<file path="config.mk">
export PLATFORM = sky130hd
export DESIGN_NAME = lsu_core
export DESIGN_NICKNAME = d
export VERILOG_FILES = /design/src/source/lsu_pkg.sv /design/src/source/bus_pkg.sv /design/src/source/lsu_req_if.sv /design/src/source/lsu_req_gen.sv /design/src/source/lsu_bus_ctrl.sv /design/src/source/lsu_rdata_align.sv /design/src/source/lsu_core.sv
export SDC_FILE = /design/constraint.sdc
export NUM_CORES = 1
export LEC_CHECK = 0
export ABC_AREA = 1
export BUFFER_PORTS_ARGS = -buffer_cell sky130_fd_sc_hd__buf_2
export CAP_MARGIN = 0
export CORE_MARGIN = 1.5
export CORE_UTILIZATION = 34
export DETAILED_ROUTE_END_ITERATION = 10
export PLACE_DENSITY_LB_ADDON = 0.2
export SYNTH_ARGS = -nofsm -noshare
export SYNTH_HDL_FRONTEND = slang
export SYNTH_SLANG_ARGS = --single-unit
</file>
<file path="constraint.sdc">
create_clock -name clk -period 3.2 [get_ports clk]
set_clock_uncertainty 0.1 [all_clocks]
set_input_delay 0.32 -clock clk [delete_from_list [all_inputs] [get_ports clk]]
set_output_delay 0.32 -clock clk [all_outputs]
set_load 0.02 [all_outputs]
</file>
<file path="src/source/lsu_pkg.sv">
// Core-side load/store definitions, imported by every block of the load/store unit
`default_nettype none

package lsu_pkg;

  ////////////////////////////////////////////////////////////
  // Access size
  ////////////////////////////////////////////////////////////

  // Encoding follows the funct3 low bits of RISC-V loads and stores
  typedef enum logic [1:0] {
    SIZE_BYTE = 2'b00,
    SIZE_HALF = 2'b01,
    SIZE_WORD = 2'b10
  } lsu_size_e;

  ////////////////////////////////////////////////////////////
  // Address and data
  ////////////////////////////////////////////////////////////

  // Byte address, not necessarily aligned
  typedef logic [31:0] lsu_addr_t;

  // One data word as seen by the core and the bus
  typedef logic [31:0] lsu_data_t;

  // Bytes per word, step between the halves of a split access
  localparam int unsigned WORD_BYTES = 4;

endpackage : lsu_pkg

`default_nettype wire

</file>
<file path="src/source/bus_pkg.sv">
// Bus-side definitions for the data bus: byte lanes and transfer tracking
`default_nettype none

package bus_pkg;

  // One enable per byte lane of the data bus
  typedef logic [3:0] bus_be_t;

  // Byte offset inside a word, selects the lane of the first byte
  typedef logic [1:0] lane_ofs_t;

  // Transfers that may be granted but not yet answered
  localparam int unsigned MAX_OUTSTANDING = 2;

  // Outstanding count, wide enough to hold MAX_OUTSTANDING
  typedef logic [1:0] cnt_t;

endpackage : bus_pkg

`default_nettype wire

</file>
<file path="src/source/lsu_req_if.sv">
// Aligned bus request from the request generator to the bus controller and read aligner
`timescale 1ns/1ns
`default_nettype none

interface lsu_req_if import lsu_pkg::*, bus_pkg::*; ();

  // Handshake, taken when both are high
  logic      req_valid;
  logic      req_ready;

  // Bus-ready transfer, already word aligned for a second half
  lsu_addr_t addr;
  logic      we;
  bus_be_t   be;
  lsu_data_t wdata;

  // Load control, kept per transfer by the aligner
  lsu_size_e size;
  logic      sext;
  lane_ofs_t ofs;
  // Low only for the first half of a split access
  logic      last;

  modport gen (
    output req_valid, addr, we, be, wdata, size, sext, ofs, last,
    input  req_ready
  );

  modport ctrl (
    input  req_valid, addr, we, be, wdata, last,
    output req_ready
  );

  modport mon (
    input req_valid, req_ready, addr, we, be, wdata, size, sext, ofs, last
  );

endinterface : lsu_req_if

`default_nettype wire

</file>
<file path="src/source/lsu_req_gen.sv">
// EX side of the load/store unit: address, byte enables, write data and split tracking
`timescale 1ns/1ns
`default_nettype none

module lsu_req_gen import lsu_pkg::*, bus_pkg::*; (
  input  wire        clk,
  input  wire        rst_n,
  input  logic       valid_i,
  input  lsu_addr_t  op_a_i,
  input  lsu_addr_t  op_b_i,
  input  logic       we_i,
  input  lsu_size_e  size_i,
  input  logic       sext_i,
  input  lsu_data_t  wdata_i,
  lsu_req_if.gen     req
);

  lsu_addr_t addr;
  lane_ofs_t ofs;
  logic      split_first;
  // Second half of a split access is on the bus
  logic      split_q;
  bus_be_t   be;
  lsu_data_t wdata_rot;

  // Effective address from base and offset operands
  assign addr = op_a_i + op_b_i;
  assign ofs  = addr[1:0];

  // First half of an access that crosses a word boundary
  always_comb begin
    split_first = 1'b0;
    if (valid_i && !split_q) begin
      if (size_i == SIZE_WORD && ofs != 2'b00) begin
        split_first = 1'b1;
      end
      if (size_i == SIZE_HALF && ofs == 2'b11) begin
        split_first = 1'b1;
      end
    end
  end

  ////////////////////////////////////////////////////////////
  // Byte enables
  ////////////////////////////////////////////////////////////

  always_comb begin
    be = 4'b0000;
    unique case (size_i)
      SIZE_BYTE: begin
        be = 4'b0001 << ofs;
      end
      SIZE_HALF: begin
        if (split_q) begin
          // Upper byte spills into lane 0 of the next word
          be = 4'b0001;
        end else begin
          case (ofs)
            2'b00: be = 4'b0011;
            2'b01: be = 4'b0110;
            default: be = 4'b1100 << ofs[0];
          endcase
        end
      end
      default: begin
        if (split_q) begin
          // Remaining low lanes, ofs of them
          case (ofs)
            2'b01: be = 4'b0001;
            2'b10: be = 4'b0011;
            2'b11: be = 4'b0111;
            default: be = 4'b0000;
          endcase
        end else begin
          be = 4'b1111 << ofs;
        end
      end
    endcase
  end

  ////////////////////////////////////////////////////////////
  // Write data
  ////////////////////////////////////////////////////////////

  // Rotate left by the byte offset, both halves use the same lanes
  always_comb begin
    case (ofs)
      2'b01:   wdata_rot = {wdata_i[23:0], wdata_i[31:24]};
      2'b10:   wdata_rot = {wdata_i[15:0], wdata_i[31:16]};
      2'b11:   wdata_rot = {wdata_i[7:0],  wdata_i[31:8]};
      default: wdata_rot = wdata_i;
    endcase
  end

  // Split phase, dropped whenever EX has nothing valid
  always_ff @(posedge clk or negedge rst_n) begin
    if (!rst_n) begin
      split_q <= 1'b0;
    end else if (!valid_i) begin
      split_q <= 1'b0;
    end else if (req.req_valid && req.req_ready) begin
      // Set after the first half, cleared after the second
      split_q <= split_first;
    end
  end

  // Drive the request
  assign req.req_valid = valid_i;
  // Second half goes to the next word-aligned address
  assign req.addr  = split_q ? ({addr[31:2], 2'b00} + lsu_addr_t'(WORD_BYTES)) : addr;
  assign req.we    = we_i;
  assign req.be    = be;
  assign req.wdata = wdata_rot;
  assign req.size  = size_i;
  assign req.sext  = sext_i;
  assign req.ofs   = ofs;
  assign req.last  = !split_first;

endmodule : lsu_req_gen

`default_nettype wire

</file>
<file path="src/source/lsu_bus_ctrl.sv">
// Data bus master: request/grant handshake, outstanding-transfer count and EX handshake
`timescale 1ns/1ns
`default_nettype none

module lsu_bus_ctrl import lsu_pkg::*, bus_pkg::*; (
  input  wire        clk,
  input  wire        rst_n,
  lsu_req_if.ctrl    req,
  output logic       data_req_o,
  input  logic       data_gnt_i,
  output lsu_addr_t  data_addr_o,
  output logic       data_we_o,
  output bus_be_t    data_be_o,
  output lsu_data_t  data_wdata_o,
  input  logic       data_rvalid_i,
  output logic       ready_o,
  output logic       busy_o
);

  cnt_t cnt_q;
  cnt_t cnt_d;
  logic room;
  logic count_up;
  logic count_down;

  // Room for one more transfer in flight
  assign room = (cnt_q < cnt_t'(MAX_OUTSTANDING));

  ////////////////////////////////////////////////////////////
  // Request phase
  ////////////////////////////////////////////////////////////

  // Request masked at the limit, grant forwarded as is
  assign data_req_o    = req.req_valid && room;
  assign req.req_ready = data_gnt_i && room;

  assign data_addr_o  = req.addr;
  assign data_we_o    = req.we;
  assign data_be_o    = req.be;
  assign data_wdata_o = req.wdata;

  // EX may move on once its last transfer is granted
  assign ready_o = req.req_valid && req.req_ready && req.last;

  ////////////////////////////////////////////////////////////
  // Outstanding transfers
  ////////////////////////////////////////////////////////////

  assign count_up   = req.req_valid && req.req_ready;
  // Responses only follow grants, no underflow
  assign count_down = data_rvalid_i;

  always_comb begin
    case ({count_up, count_down})
      2'b10:   cnt_d = cnt_q + cnt_t'(1);
      2'b01:   cnt_d = cnt_q - cnt_t'(1);
      // Grant and response together keep the count
      default: cnt_d = cnt_q;
    endcase
  end

  always_ff @(posedge clk or negedge rst_n) begin
    if (!rst_n) begin
      cnt_q <= '0;
    end else begin
      cnt_q <= cnt_d;
    end
  end

  // Busy while anything is in flight or waiting for a grant
  assign busy_o = (cnt_q != '0) || req.req_valid;

endmodule : lsu_bus_ctrl

`default_nettype wire

</file>
<file path="src/source/lsu_rdata_align.sv">
// WB side of the load/store unit: per-transfer control FIFO, read realignment and extension
`timescale 1ns/1ns
`default_nettype none

module lsu_rdata_align import lsu_pkg::*, bus_pkg::*; (
  input  wire        clk,
  input  wire        rst_n,
  lsu_req_if.mon     req,
  input  logic       data_rvalid_i,
  input  lsu_data_t  data_rdata_i,
  input  logic       data_err_i,
  output logic       result_valid_o,
  output lsu_data_t  result_rdata_o,
  output logic       result_err_o
);

  // Control FIFO storage, one entry per granted transfer
  lsu_size_e size_mem [MAX_OUTSTANDING];
  logic      sext_mem [MAX_OUTSTANDING];
  logic      we_mem   [MAX_OUTSTANDING];
  lane_ofs_t ofs_mem  [MAX_OUTSTANDING];
  logic      last_mem [MAX_OUTSTANDING];

  logic      wr_ptr_q;
  logic      rd_ptr_q;
  logic      push;
  logic      pop;

  // Head entry, matches the response on the bus
  lsu_size_e head_size;
  logic      head_sext;
  logic      head_we;
  lane_ofs_t head_ofs;
  logic      head_last;
  logic      head_split;

  // First half of a split access
  lsu_data_t rdata_q;
  logic      err_q;

  logic [63:0] rdata_pair;
  logic [63:0] rdata_shift;

  assign push = req.req_valid && req.req_ready;
  // Responses return in request order
  assign pop  = data_rvalid_i;

  ////////////////////////////////////////////////////////////
  // Control FIFO
  ////////////////////////////////////////////////////////////

  always_ff @(posedge clk) begin
    if (push) begin
      size_mem[wr_ptr_q] <= req.size;
      sext_mem[wr_ptr_q] <= req.sext;
      we_mem[wr_ptr_q]   <= req.we;
      ofs_mem[wr_ptr_q]  <= req.ofs;
      last_mem[wr_ptr_q] <= req.last;
    end
  end

  // Depth is bounded by the bus controller count
  always_ff @(posedge clk or negedge rst_n) begin
    if (!rst_n) begin
      wr_ptr_q <= 1'b0;
      rd_ptr_q <= 1'b0;
    end else begin
      if (push) begin
        wr_ptr_q <= !wr_ptr_q;
      end
      if (pop) begin
        rd_ptr_q <= !rd_ptr_q;
      end
    end
  end

  assign head_size = size_mem[rd_ptr_q];
  assign head_sext = sext_mem[rd_ptr_q];
  assign head_we   = we_mem[rd_ptr_q];
  assign head_ofs  = ofs_mem[rd_ptr_q];
  assign head_last = last_mem[rd_ptr_q];

  // Same split rule as on the request side
  assign head_split = ((head_size == SIZE_WORD) && (head_ofs != 2'b00)) ||
                      ((head_size == SIZE_HALF) && (head_ofs == 2'b11));

  ////////////////////////////////////////////////////////////
  // First half storage
  ////////////////////////////////////////////////////////////

  // Raw load word only, stores need no data
  always_ff @(posedge clk) begin
    if (pop && !head_last && !head_we) begin
      rdata_q <= data_rdata_i;
    end
  end

  always_ff @(posedge clk or negedge rst_n) begin
    if (!rst_n) begin
      err_q <= 1'b0;
    end else if (pop && !head_last) begin
      err_q <= data_err_i;
    end
  end

  ////////////////////////////////////////////////////////////
  // Realign and extend
  ////////////////////////////////////////////////////////////

  // Low word from the first half when split, else the same word twice
  assign rdata_pair  = head_split ? {data_rdata_i, rdata_q} : {data_rdata_i, data_rdata_i};
  assign rdata_shift = rdata_pair >> {head_ofs, 3'b000};

  always_comb begin
    unique case (head_size)
      SIZE_BYTE: result_rdata_o = {{24{head_sext && rdata_shift[7]}}, rdata_shift[7:0]};
      SIZE_HALF: result_rdata_o = {{16{head_sext && rdata_shift[15]}}, rdata_shift[15:0]};
      default:   result_rdata_o = rdata_shift[31:0];
    endcase
  end

  // One result per access, on its last response
  assign result_valid_o = pop && head_last;
  // Error of either half of the access
  assign result_err_o   = data_err_i || (head_split && err_q);

endmodule : lsu_rdata_align

`default_nettype wire

</file>
<file path="src/source/lsu_core.sv">
// Top level of the load/store unit, EX inputs in and data bus plus WB result out
`timescale 1ns/1ns
`default_nettype none

module lsu_core import lsu_pkg::*, bus_pkg::*; (
  input  wire        clk,
  input  wire        rst_n,

  // EX side
  input  logic       valid_i,
  output logic       ready_o,
  input  lsu_addr_t  op_a_i,
  input  lsu_addr_t  op_b_i,
  input  logic       we_i,
  input  lsu_size_e  size_i,
  input  logic       sext_i,
  input  lsu_data_t  wdata_i,

  // Data bus
  output logic       data_req_o,
  input  logic       data_gnt_i,
  output lsu_addr_t  data_addr_o,
  output logic       data_we_o,
  output bus_be_t    data_be_o,
  output lsu_data_t  data_wdata_o,
  input  logic       data_rvalid_i,
  input  lsu_data_t  data_rdata_i,
  input  logic       data_err_i,

  // WB side
  output logic       result_valid_o,
  output lsu_data_t  result_rdata_o,
  output logic       result_err_o,
  output logic       busy_o
);

  // Aligned request shared by all three blocks
  lsu_req_if req_if ();

  lsu_req_gen i_req_gen (
    .clk     (clk),
    .rst_n   (rst_n),
    .valid_i (valid_i),
    .op_a_i  (op_a_i),
    .op_b_i  (op_b_i),
    .we_i    (we_i),
    .size_i  (size_i),
    .sext_i  (sext_i),
    .wdata_i (wdata_i),
    .req     (req_if.gen)
  );

  lsu_bus_ctrl i_bus_ctrl (
    .clk           (clk),
    .rst_n         (rst_n),
    .req           (req_if.ctrl),
    .data_req_o    (data_req_o),
    .data_gnt_i    (data_gnt_i),
    .data_addr_o   (data_addr_o),
    .data_we_o     (data_we_o),
    .data_be_o     (data_be_o),
    .data_wdata_o  (data_wdata_o),
    .data_rvalid_i (data_rvalid_i),
    .ready_o       (ready_o),
    .busy_o        (busy_o)
  );

  lsu_rdata_align i_rdata_align (
    .clk            (clk),
    .rst_n          (rst_n),
    .req            (req_if.mon),
    .data_rvalid_i  (data_rvalid_i),
    .data_rdata_i   (data_rdata_i),
    .data_err_i     (data_err_i),
    .result_valid_o (result_valid_o),
    .result_rdata_o (result_rdata_o),
    .result_err_o   (result_err_o)
  );

endmodule : lsu_core

`default_nettype wire

</file>
==> impl_metrics.json, run 1 <==
{
  "routed_wl_mm": 26.9,
  "routed_length_on_met2_mm": 12.8,
  "slack_of_the_worst_reg_to_reg_path_ps": 1160,
  "clkPwrFrac_pct": 8.2,
  "yosysSeqAreaShare_pct": 17.5,
  "initial_utilization_pct": 34.6,
  "initial_antenna_violation_count": 1,
  "timing.critical_path.to": "data_addr_o[20]",
  "arrival_ps": 2690,
  "met1_length_mm": 12.2,
  "maximum_number_of_pins_on_one_net_before_global_route_repair": 62,
  "gr-total-overflow": 0,
  "worst_r2r_path_depth": 6,
  "dieWidth_um": 152,
  "clock_latency_ps": 280,
  "critical_path.startpoint_type": "input port",
  "synth_nets": 1533,
  "post_drt_wl_per_cell_um": 13.7,
  "crit_start": "op_b_i[0]",
  "destination_of_the_worst_register_to_register_timing_path": "i_rdata_align.rdata_q[11]$_DFFE_PP_",
  "drt_iter0_drc": 525,
  "met3WireLength_mm": 1.17,
  "global_route_wire_length_before_repair_mm": 42.3,
  "avgViaCountPerCell": 4.97,
  "crit_type": "input port to output port",
  "synth.cell_area_um2": 7550,
  "cts_tree": "done",
  "floorplan.io_pins": 244,
  "drtPass1Iterations": 7,
  "cts_made_buffers": 5,
  "critical_path_cell_count": 18,
  "finalNonFillerCells": 1966,
  "p_switching_mw": 3.31,
  "internal_power_mw": 2.71,
  "vias_in_the_first_global_route": 8611,
  "core_region_area_um2": 21800,
  "grt_setup_unrepaired": "yes",
  "maximum_vdd_ir_drop_mv": 0.389,
  "maxCapViolations": 0,
  "total_count_of_hold_check_failures_in_the_final_report": 0,
  "area_growth_syn_to_layout_pct": 39.8,
  "power.static_leakage_nw": 5.66,
  "total_power_mw": 6.02,
  "regToRegStartpoint": "i_rdata_align.rd_ptr_q$_DFFE_PN0P_",
  "postRouteAntennaNets": 0,
  "port-buffer-count": 243,
  "hold_path_class": "input port to flip-flop",
  "sequentialPowerShare_pct": 13.1,
  "cts.htree.levels": 2,
  "fin_crit_sh_pct": 97.2,
  "finish.net_count": 1862,
  "cts.sinks": 45,
  "bufs_on_longest_clock_path": 2,
  "worst_setup_path_end_kind": "output port",
  "placed_cell_area_um2": 9680,
  "synth_warnings": 0,
  "drc": 0,
  "netlist-cell-type-count": 46,
  "final_area_um2": 10600,
  "syn-mean-instance-area_um2": 5.57,
  "vias": 9774,
  "num_rows": 54,
  "crit_family": "simple AND/OR/NAND/NOR gates",
  "critical_path_required_ps": 2780,
  "clkSlewWorstSetupHoldPaths_ps": 60,
  "comb_power_share_pct": 78.7,
  "die_area_um2": 23100,
  "syn_inst": 1356,
  "place.detailed.instances": 1934,
  "die_h_um": 152,
  "dr.max_layer_used": "met4",
  "max_slew_margin_pct": 59.3,
  "layout.core_utilization_pct": 48.4,
  "run_status": "finished clean",
  "final.min_clock_period_ps": 3110,
  "worst-path-max-fanout": 4,
  "cp_cell_sequence": "buf_2 -> ha_4 -> fa_2 -> xnor2_2 -> inv_1 -> ha_2 -> nand2_1 -> inv_2 -> nand2_2 -> nor2_4 -> nand3_2 -> nor2_4 -> nand3_2 -> nor2_2 -> buf_6 -> xor2_1 -> inv_1 -> buf_4",
  "critical-path-slowest-cell": "sky130_fd_sc_hd__fa_2",
  "total_of_endpoints_with_negative_setup_slack_in_the_final_report": 0,
  "cts_root_buffer": "sky130_fd_sc_hd__clkbuf_16",
  "power.density_cell_area_nw_per_um2": 570,
  "path_buf_inv": 6,
  "cp_slowest_stage_delay_ps": 390,
  "detailed_place_hpwl_mm": 21.7,
  "place.gp.congestion": 0.894,
  "drive_gt1_share_pct": 30.0,
  "globalRouteTotalUtil_pct": 21.7,
  "maxSlewViolCount": 0,
  "worst_pin_slew_ps": 609,
  "max_freq_mhz": 321,
  "seq_cells_post_synth": 45,
  "netSwitchingFraction_pct": 55.0
}
[power by group through the flow]
stage               registers (mW)  logic [mW]  clock network (mW)
floorplan                    0.786        2.95                   0
global placement             0.810        4.28                   0
detailed placement           0.812        4.31                   0
CTS                          0.804        4.33               0.513
global route                 0.797        5.20               0.531
finish                       0.788        4.73               0.496
[flip-flops by register name (all words and copies together) (netlist names)]
| register | count |
|---|---|
| i_rdata_align.rdata_q | 25 |
| i_rdata_align.ofs_mem | 4 |
| i_rdata_align.size_mem | 4 |
| i_bus_ctrl.cnt_q | 2 |
| i_rdata_align.last_mem | 2 |
| i_rdata_align.sext_mem | 2 |
| i_rdata_align.we_mem | 2 |
| i_rdata_align.err_q | 1 |
| i_rdata_align.rd_ptr_q | 1 |
| i_rdata_align.wr_ptr_q | 1 |
| i_req_gen.split_q | 1 |
[what timing repair did]
item                                   in CTS  in global routing
gates cloned                                0                  3
endpoints found under the hold margin       6                  0
buffers inserted                            1                 19
hold buffers                                1                  0
setup endpoints to repair                  42                 50
gates resized for setup                    20                130
pin swaps                                   2                 33
[cell usage after synthesis, drive strengths merged]
cell | number | area, µm²
a21boi | 1 | 7.51
a21oi | 56 | 280
a221oi | 8 | 70.1
a22oi | 1 | 7.51
a31oi | 3 | 18.8
a32oi | 8 | 70.1
and2 | 4 | 25.0
buf | 16 | 120
clkbuf | 27 | 101
dfrtp | 6 | 150
edfxtp | 39 | 1170
fa | 1 | 20.0
ha | 38 | 475
inv | 213 | 800
mux2i | 1 | 10.0
nand2 | 502 | 1910
nand3 | 110 | 563
nand3b | 2 | 15.0
nand4 | 13 | 96.3
nor2 | 114 | 448
nor3 | 5 | 25.0
o2111ai | 1 | 8.76
o211ai | 10 | 75.1
o21ai | 110 | 581
o21bai | 2 | 15.0
o221ai | 8 | 70.1
o22ai | 19 | 119
o31ai | 1 | 7.51
or2 | 12 | 75.1
xnor2 | 6 | 52.6
xor2 | 19 | 166
[worst register-to-register path, stage by stage (launching register included)]
cell                      delay (ps)
sky130_fd_sc_hd__dfrtp_2         400
sky130_fd_sc_hd__buf_4           190
sky130_fd_sc_hd__buf_4           160
sky130_fd_sc_hd__mux2i_1         270
sky130_fd_sc_hd__nand2_1         150
sky130_fd_sc_hd__nor2_2          100
sky130_fd_sc_hd__buf_4           320
[layer usage]
| layer | vias to the layer above | global-route usage, % |
|---|---|---|
| met4 | 0 | 6.10 |
| li1 | 5050 | - |
| met5 | - | 0 |
| met2 | 314 | 37.3 |
| met3 | 51 | 1.31 |
| met1 | 4359 | 29.3 |
[cells by family after synthesis]
kind of cell | synth area share (%)
DFF | 17.5
AOI/OAI and AO/OA | 17.6
and+or+nand+nor | 41.8
adders and majority gates | 6.56
muxes | 0.133
buffers and inverters | 13.5
xor gates and xnor gates | 2.90
[how the worst min path moves through the flow]
stage / endpoint / slack, ps / cells past startpoint / startpoint
3_5_place_dp: i_bus_ctrl.cnt_q[1]$_DFFE_PN0P_ / 50 / 1 / rst_n
5_1_grt: i_rdata_align.rdata_q[8]$_DFFE_PP_ / 120 / 1 / data_rdata_i[8]
6_report: i_rdata_align.rdata_q[31]$_DFFE_PP_ / 120 / 1 / data_rdata_i[31]
4_1_cts: i_rdata_align.rdata_q[31]$_DFFE_PP_ / 110 / 1 / data_rdata_i[31]
3_3_place_gp: i_bus_ctrl.cnt_q[1]$_DFFE_PN0P_ / 50 / 1 / rst_n
2_1_floorplan: i_bus_ctrl.cnt_q[0]$_DFFE_PN0P_ / -80 / 0 / rst_n
[area by class of cell]
type / count / area [µm²]
Fill cell: 2371 / 11300
Multi-Input combinational cell: 1058 / 5760
Timing Repair Buffer: 362 / 2180
Sequential cell: 45 / 1320
Inverter: 213 / 803
Tap cell: 280 / 350
Clock buffer: 5 / 125
Clock inverter: 2 / 16.3
Antenna cell: 1 / 2.50
[placed cells by master (no fill, tap or decap), types with 5 or more instances in the layout]
master	instances
sky130_fd_sc_hd__ha_2	9
sky130_fd_sc_hd__inv_2	6
sky130_fd_sc_hd__buf_2	240
sky130_fd_sc_hd__xor2_1	18
sky130_fd_sc_hd__nor3_1	5
sky130_fd_sc_hd__dfrtp_1	5
sky130_fd_sc_hd__nand2_4	5
sky130_fd_sc_hd__ha_4	10
sky130_fd_sc_hd__xnor2_1	5
sky130_fd_sc_hd__nor2_2	24
sky130_fd_sc_hd__clkbuf_16	5
sky130_fd_sc_hd__edfxtp_1	39
sky130_fd_sc_hd__or2_2	7
sky130_fd_sc_hd__o21ai_2	5
sky130_fd_sc_hd__o221ai_1	8
sky130_fd_sc_hd__a21oi_2	5
sky130_fd_sc_hd__nand2_1	469
sky130_fd_sc_hd__nand3_1	96
sky130_fd_sc_hd__a21oi_1	51
sky130_fd_sc_hd__nor2_1	80
sky130_fd_sc_hd__nand3_2	12
sky130_fd_sc_hd__nand4_1	12
sky130_fd_sc_hd__nor2_4	10
sky130_fd_sc_hd__inv_1	206
sky130_fd_sc_hd__nand2_2	28
sky130_fd_sc_hd__a32oi_1	8
sky130_fd_sc_hd__o22ai_1	19
sky130_fd_sc_hd__ha_1	19
sky130_fd_sc_hd__o21ai_0	83
sky130_fd_sc_hd__o211ai_1	10
sky130_fd_sc_hd__a221oi_1	8
sky130_fd_sc_hd__buf_4	114
sky130_fd_sc_hd__o21ai_1	18
[through the flow]
step | TNS (ps) | setup slack [ps] | hold WS [ps]
floorplan | 0 | 135 | -75.6
global placement | -1060 | -159 | 51.5
detailed placement | -1520 | -179 | 53.4
CTS | 0 | 4.50 | 113
global route | -217 | -37.1 | 116
finish | 0 | 89.0 | 120
Note: power is estimated with default switching activity, not from simulation.
==> run 2, diff against run 1 <==
--- a/config.mk
+++ b/config.mk
@@ -9,7 +9,7 @@
 export BUFFER_PORTS_ARGS = -buffer_cell sky130_fd_sc_hd__buf_2
 export CAP_MARGIN = 0
 export CORE_MARGIN = 1.5
-export CORE_UTILIZATION = 34
+export CORE_UTILIZATION = 30
 export DETAILED_ROUTE_END_ITERATION = 10
 export PLACE_DENSITY_LB_ADDON = 0.2
 export SYNTH_ARGS = -nofsm -noshare
==> impl_metrics.json, run 2 (synthesis results as in run 1) <==
{
  "run_status": "finished clean",
  "maxCapViolations": 0,
  "dieWidth_um": 162,
  "gr-total-overflow": 0,
  "final.min_clock_period_ps": 3090,
  "clkSlewWorstSetupHoldPaths_ps": 60,
  "max_freq_mhz": 324,
  "preCtsSetupSlack_ps": -191,
  "cts.htree.levels": 2,
  "regMostFlops": "i_rdata_align.rdata_q",
  "place.gp.congestion": 0.867,
  "layout.core_utilization_pct": 44.4,
  "maximum_vdd_ir_drop_mv": 0.614,
  "fin_crit_sh_pct": 96.5,
  "initial_utilization_pct": 30.8,
  "hold_path_class": "input port to flip-flop",
  "internal_power_mw": 2.98,
  "die_h_um": 162,
  "total_power_mw": 6.46,
  "area_growth_syn_to_layout_pct": 44.2,
  "layout_commonest_cell": "sky130_fd_sc_hd__nand2_1",
  "floorplan.io_pins": 244,
  "port-buffer-count": 243,
  "worst-path-max-fanout": 7,
  "max_slew_margin_pct": 58.7,
  "slack_of_the_worst_reg_to_reg_path_ps": 1330,
  "cts_root_buffer": "sky130_fd_sc_hd__clkbuf_16",
  "num_rows": 57,
  "comb_power_share_pct": 78.3,
  "cts_made_buffers": 5,
  "multi_input_comb_area_um2": 5880,
  "number_of_flip_flops_under_the_largest_register_name": 25,
  "sequentialPowerShare_pct": 12.3,
  "routed_wl_mm": 28.0,
  "layout.area.seq_um2": 1320,
  "clkPwrFrac_pct": 9.3,
  "drt_iter0_drc": 613,
  "place.detailed.instances": 1990,
  "finalNonFillerCells": 2023,
  "num-fill-cells": 2717,
  "total_of_endpoints_with_negative_setup_slack_in_the_final_report": 0,
  "whs_ps": 120,
  "maxSlewViolCount": 0,
  "worst_setup_path_end_kind": "output port",
  "global_route_wire_length_before_repair_mm": 43.2,
  "final_area_um2": 10900,
  "power.density_cell_area_nw_per_um2": 593,
  "arrival_ps": 2670,
  "placed_cell_area_um2": 9810,
  "netSwitchingFraction_pct": 53.9,
  "postRouteAntennaNets": 0,
  "finish.net_count": 1874,
  "power.static_leakage_nw": 5.80,
  "initial_antenna_violation_count": 1,
  "clock_latency_ps": 290,
  "drtPass1Iterations": 5,
  "cts.sinks": 45,
  "setup_slack_ps": 111,
  "post_drt_wl_per_cell_um": 13.8,
  "cts_tree": "done",
  "globalRouteTotalUtil_pct": 20.1,
  "worst_pin_slew_ps": 619,
  "total_count_of_hold_check_failures_in_the_final_report": 0,
  "critical_path.startpoint_type": "flip-flop",
  "drc": 0,
  "die_area_um2": 26100,
  "drive_gt1_share_pct": 32.0,
  "critical_path_required_ps": 2780,
  "avgViaCountPerCell": 4.83,
  "bufs_on_longest_clock_path": 2,
  "maximum_number_of_pins_on_one_net_before_global_route_repair": 62,
  "crit_type": "flip-flop to output port",
  "detailed_place_hpwl_mm": 22.2,
  "setup_tns_ps": 0,
  "vias_in_the_first_global_route": 8661,
  "core_region_area_um2": 24500,
  "layout.cells.most_common_list": "sky130_fd_sc_hd__nand2_1, sky130_fd_sc_hd__buf_2, sky130_fd_sc_hd__inv_1",
  "top_regs": "i_rdata_align.rdata_q: 25 flops, i_rdata_align.ofs_mem: 4 flops, i_rdata_align.size_mem: 4 flops",
  "grt_setup_unrepaired": "yes",
  "vias": 9765,
  "p_switching_mw": 3.48
}
run 2: cell types whose count changed in the layout (fill, tap and decap cells not counted), moves of 4 or more:
cell,before,now
sky130_fd_sc_hd__nand2_1,469,450
sky130_fd_sc_hd__buf_2,240,225
sky130_fd_sc_hd__nand3_1,96,87
sky130_fd_sc_hd__nand3_4,4,10
sky130_fd_sc_hd__ha_4,10,6
sky130_fd_sc_hd__nor2_2,24,20
sky130_fd_sc_hd__nand3_2,12,16
sky130_fd_sc_hd__buf_4,114,132
sky130_fd_sc_hd__nand2_2,28,47
sky130_fd_sc_hd__buf_6,3,11
run 2: what timing repair did:
item / 4_1_cts / 5_1_grt
hold buffers: 1 / 0
endpoints found under the setup margin: 43 / 51
setup buffers: 2 / 16
gates resized for setup: 25 / 176
pin swaps: 3 / 50
gates cloned: 1 / 4
hold endpoints to repair: 6 / 0
run 2: worst paths after layout:
path | startpoint | to | depth (start not counted)
max | i_rdata_align.rd_ptr_q$_DFFE_PN0P_ | result_rdata_o[30] | 16
min | data_rdata_i[11] | i_rdata_align.rdata_q[11]$_DFFE_PP_ | 1
max reg2reg | i_rdata_align.rd_ptr_q$_DFFE_PN0P_ | i_rdata_align.rdata_q[19]$_DFFE_PP_ | 5
min reg2reg | i_rdata_align.err_q$_DFFE_PN0P_ | i_rdata_align.err_q$_DFFE_PN0P_ | 2
max in group asynchronous | rst_n | i_rdata_align.rd_ptr_q$_DFFE_PN0P_ | 2
min in group asynchronous | rst_n | i_bus_ctrl.cnt_q[1]$_DFFE_PN0P_ | 2
run 2: routing by layer:
layer  vias up  GRT usage (%)  part of all wire [%]
met3        37           1.20                   4.0
li1       5067              -                     -
met5         -              0                     0
met2       295           33.4                    47
met1      4366           28.2                    47
met4         0           5.84                   2.2
run 2: power groups by stage:
stage	clock network, mW	registers (mW)	logic [mW]
final	0.604	0.796	5.06
after global routing	0.641	0.807	5.50
after CTS	0.620	0.790	4.48
after detailed placement	0	0.801	4.37
after global placement	0	0.800	4.36
after floorplan	0	0.786	2.95
run 2: area by class of cell:
class	count	share of cell area, %
Antenna cell	1	0.0230
Clock buffer	5	1.15
Inverter	213	7.38
Sequential cell	45	12.1
Multi-Input combinational cell	1060	54.0
Clock inverter	3	0.414
Tap cell	324	3.72
Timing Repair Buffer	372	21.2
run 2: critical path, stage by stage (launching register included):
cell and delay (ps):
sky130_fd_sc_hd__dfrtp_2 470, sky130_fd_sc_hd__buf_6 160, sky130_fd_sc_hd__nand2_2 80, sky130_fd_sc_hd__o21ai_4 80
sky130_fd_sc_hd__inv_2 80, sky130_fd_sc_hd__nand3_4 90, sky130_fd_sc_hd__nand2_4 110, sky130_fd_sc_hd__clkinvlp_4 190
sky130_fd_sc_hd__buf_6 180, sky130_fd_sc_hd__o21ai_4 130, sky130_fd_sc_hd__o21ai_2 60, sky130_fd_sc_hd__nand2_1 110
sky130_fd_sc_hd__o21ai_4 70, sky130_fd_sc_hd__buf_12 140, sky130_fd_sc_hd__nand3_4 120, sky130_fd_sc_hd__nand3_1 110
sky130_fd_sc_hd__buf_4 170
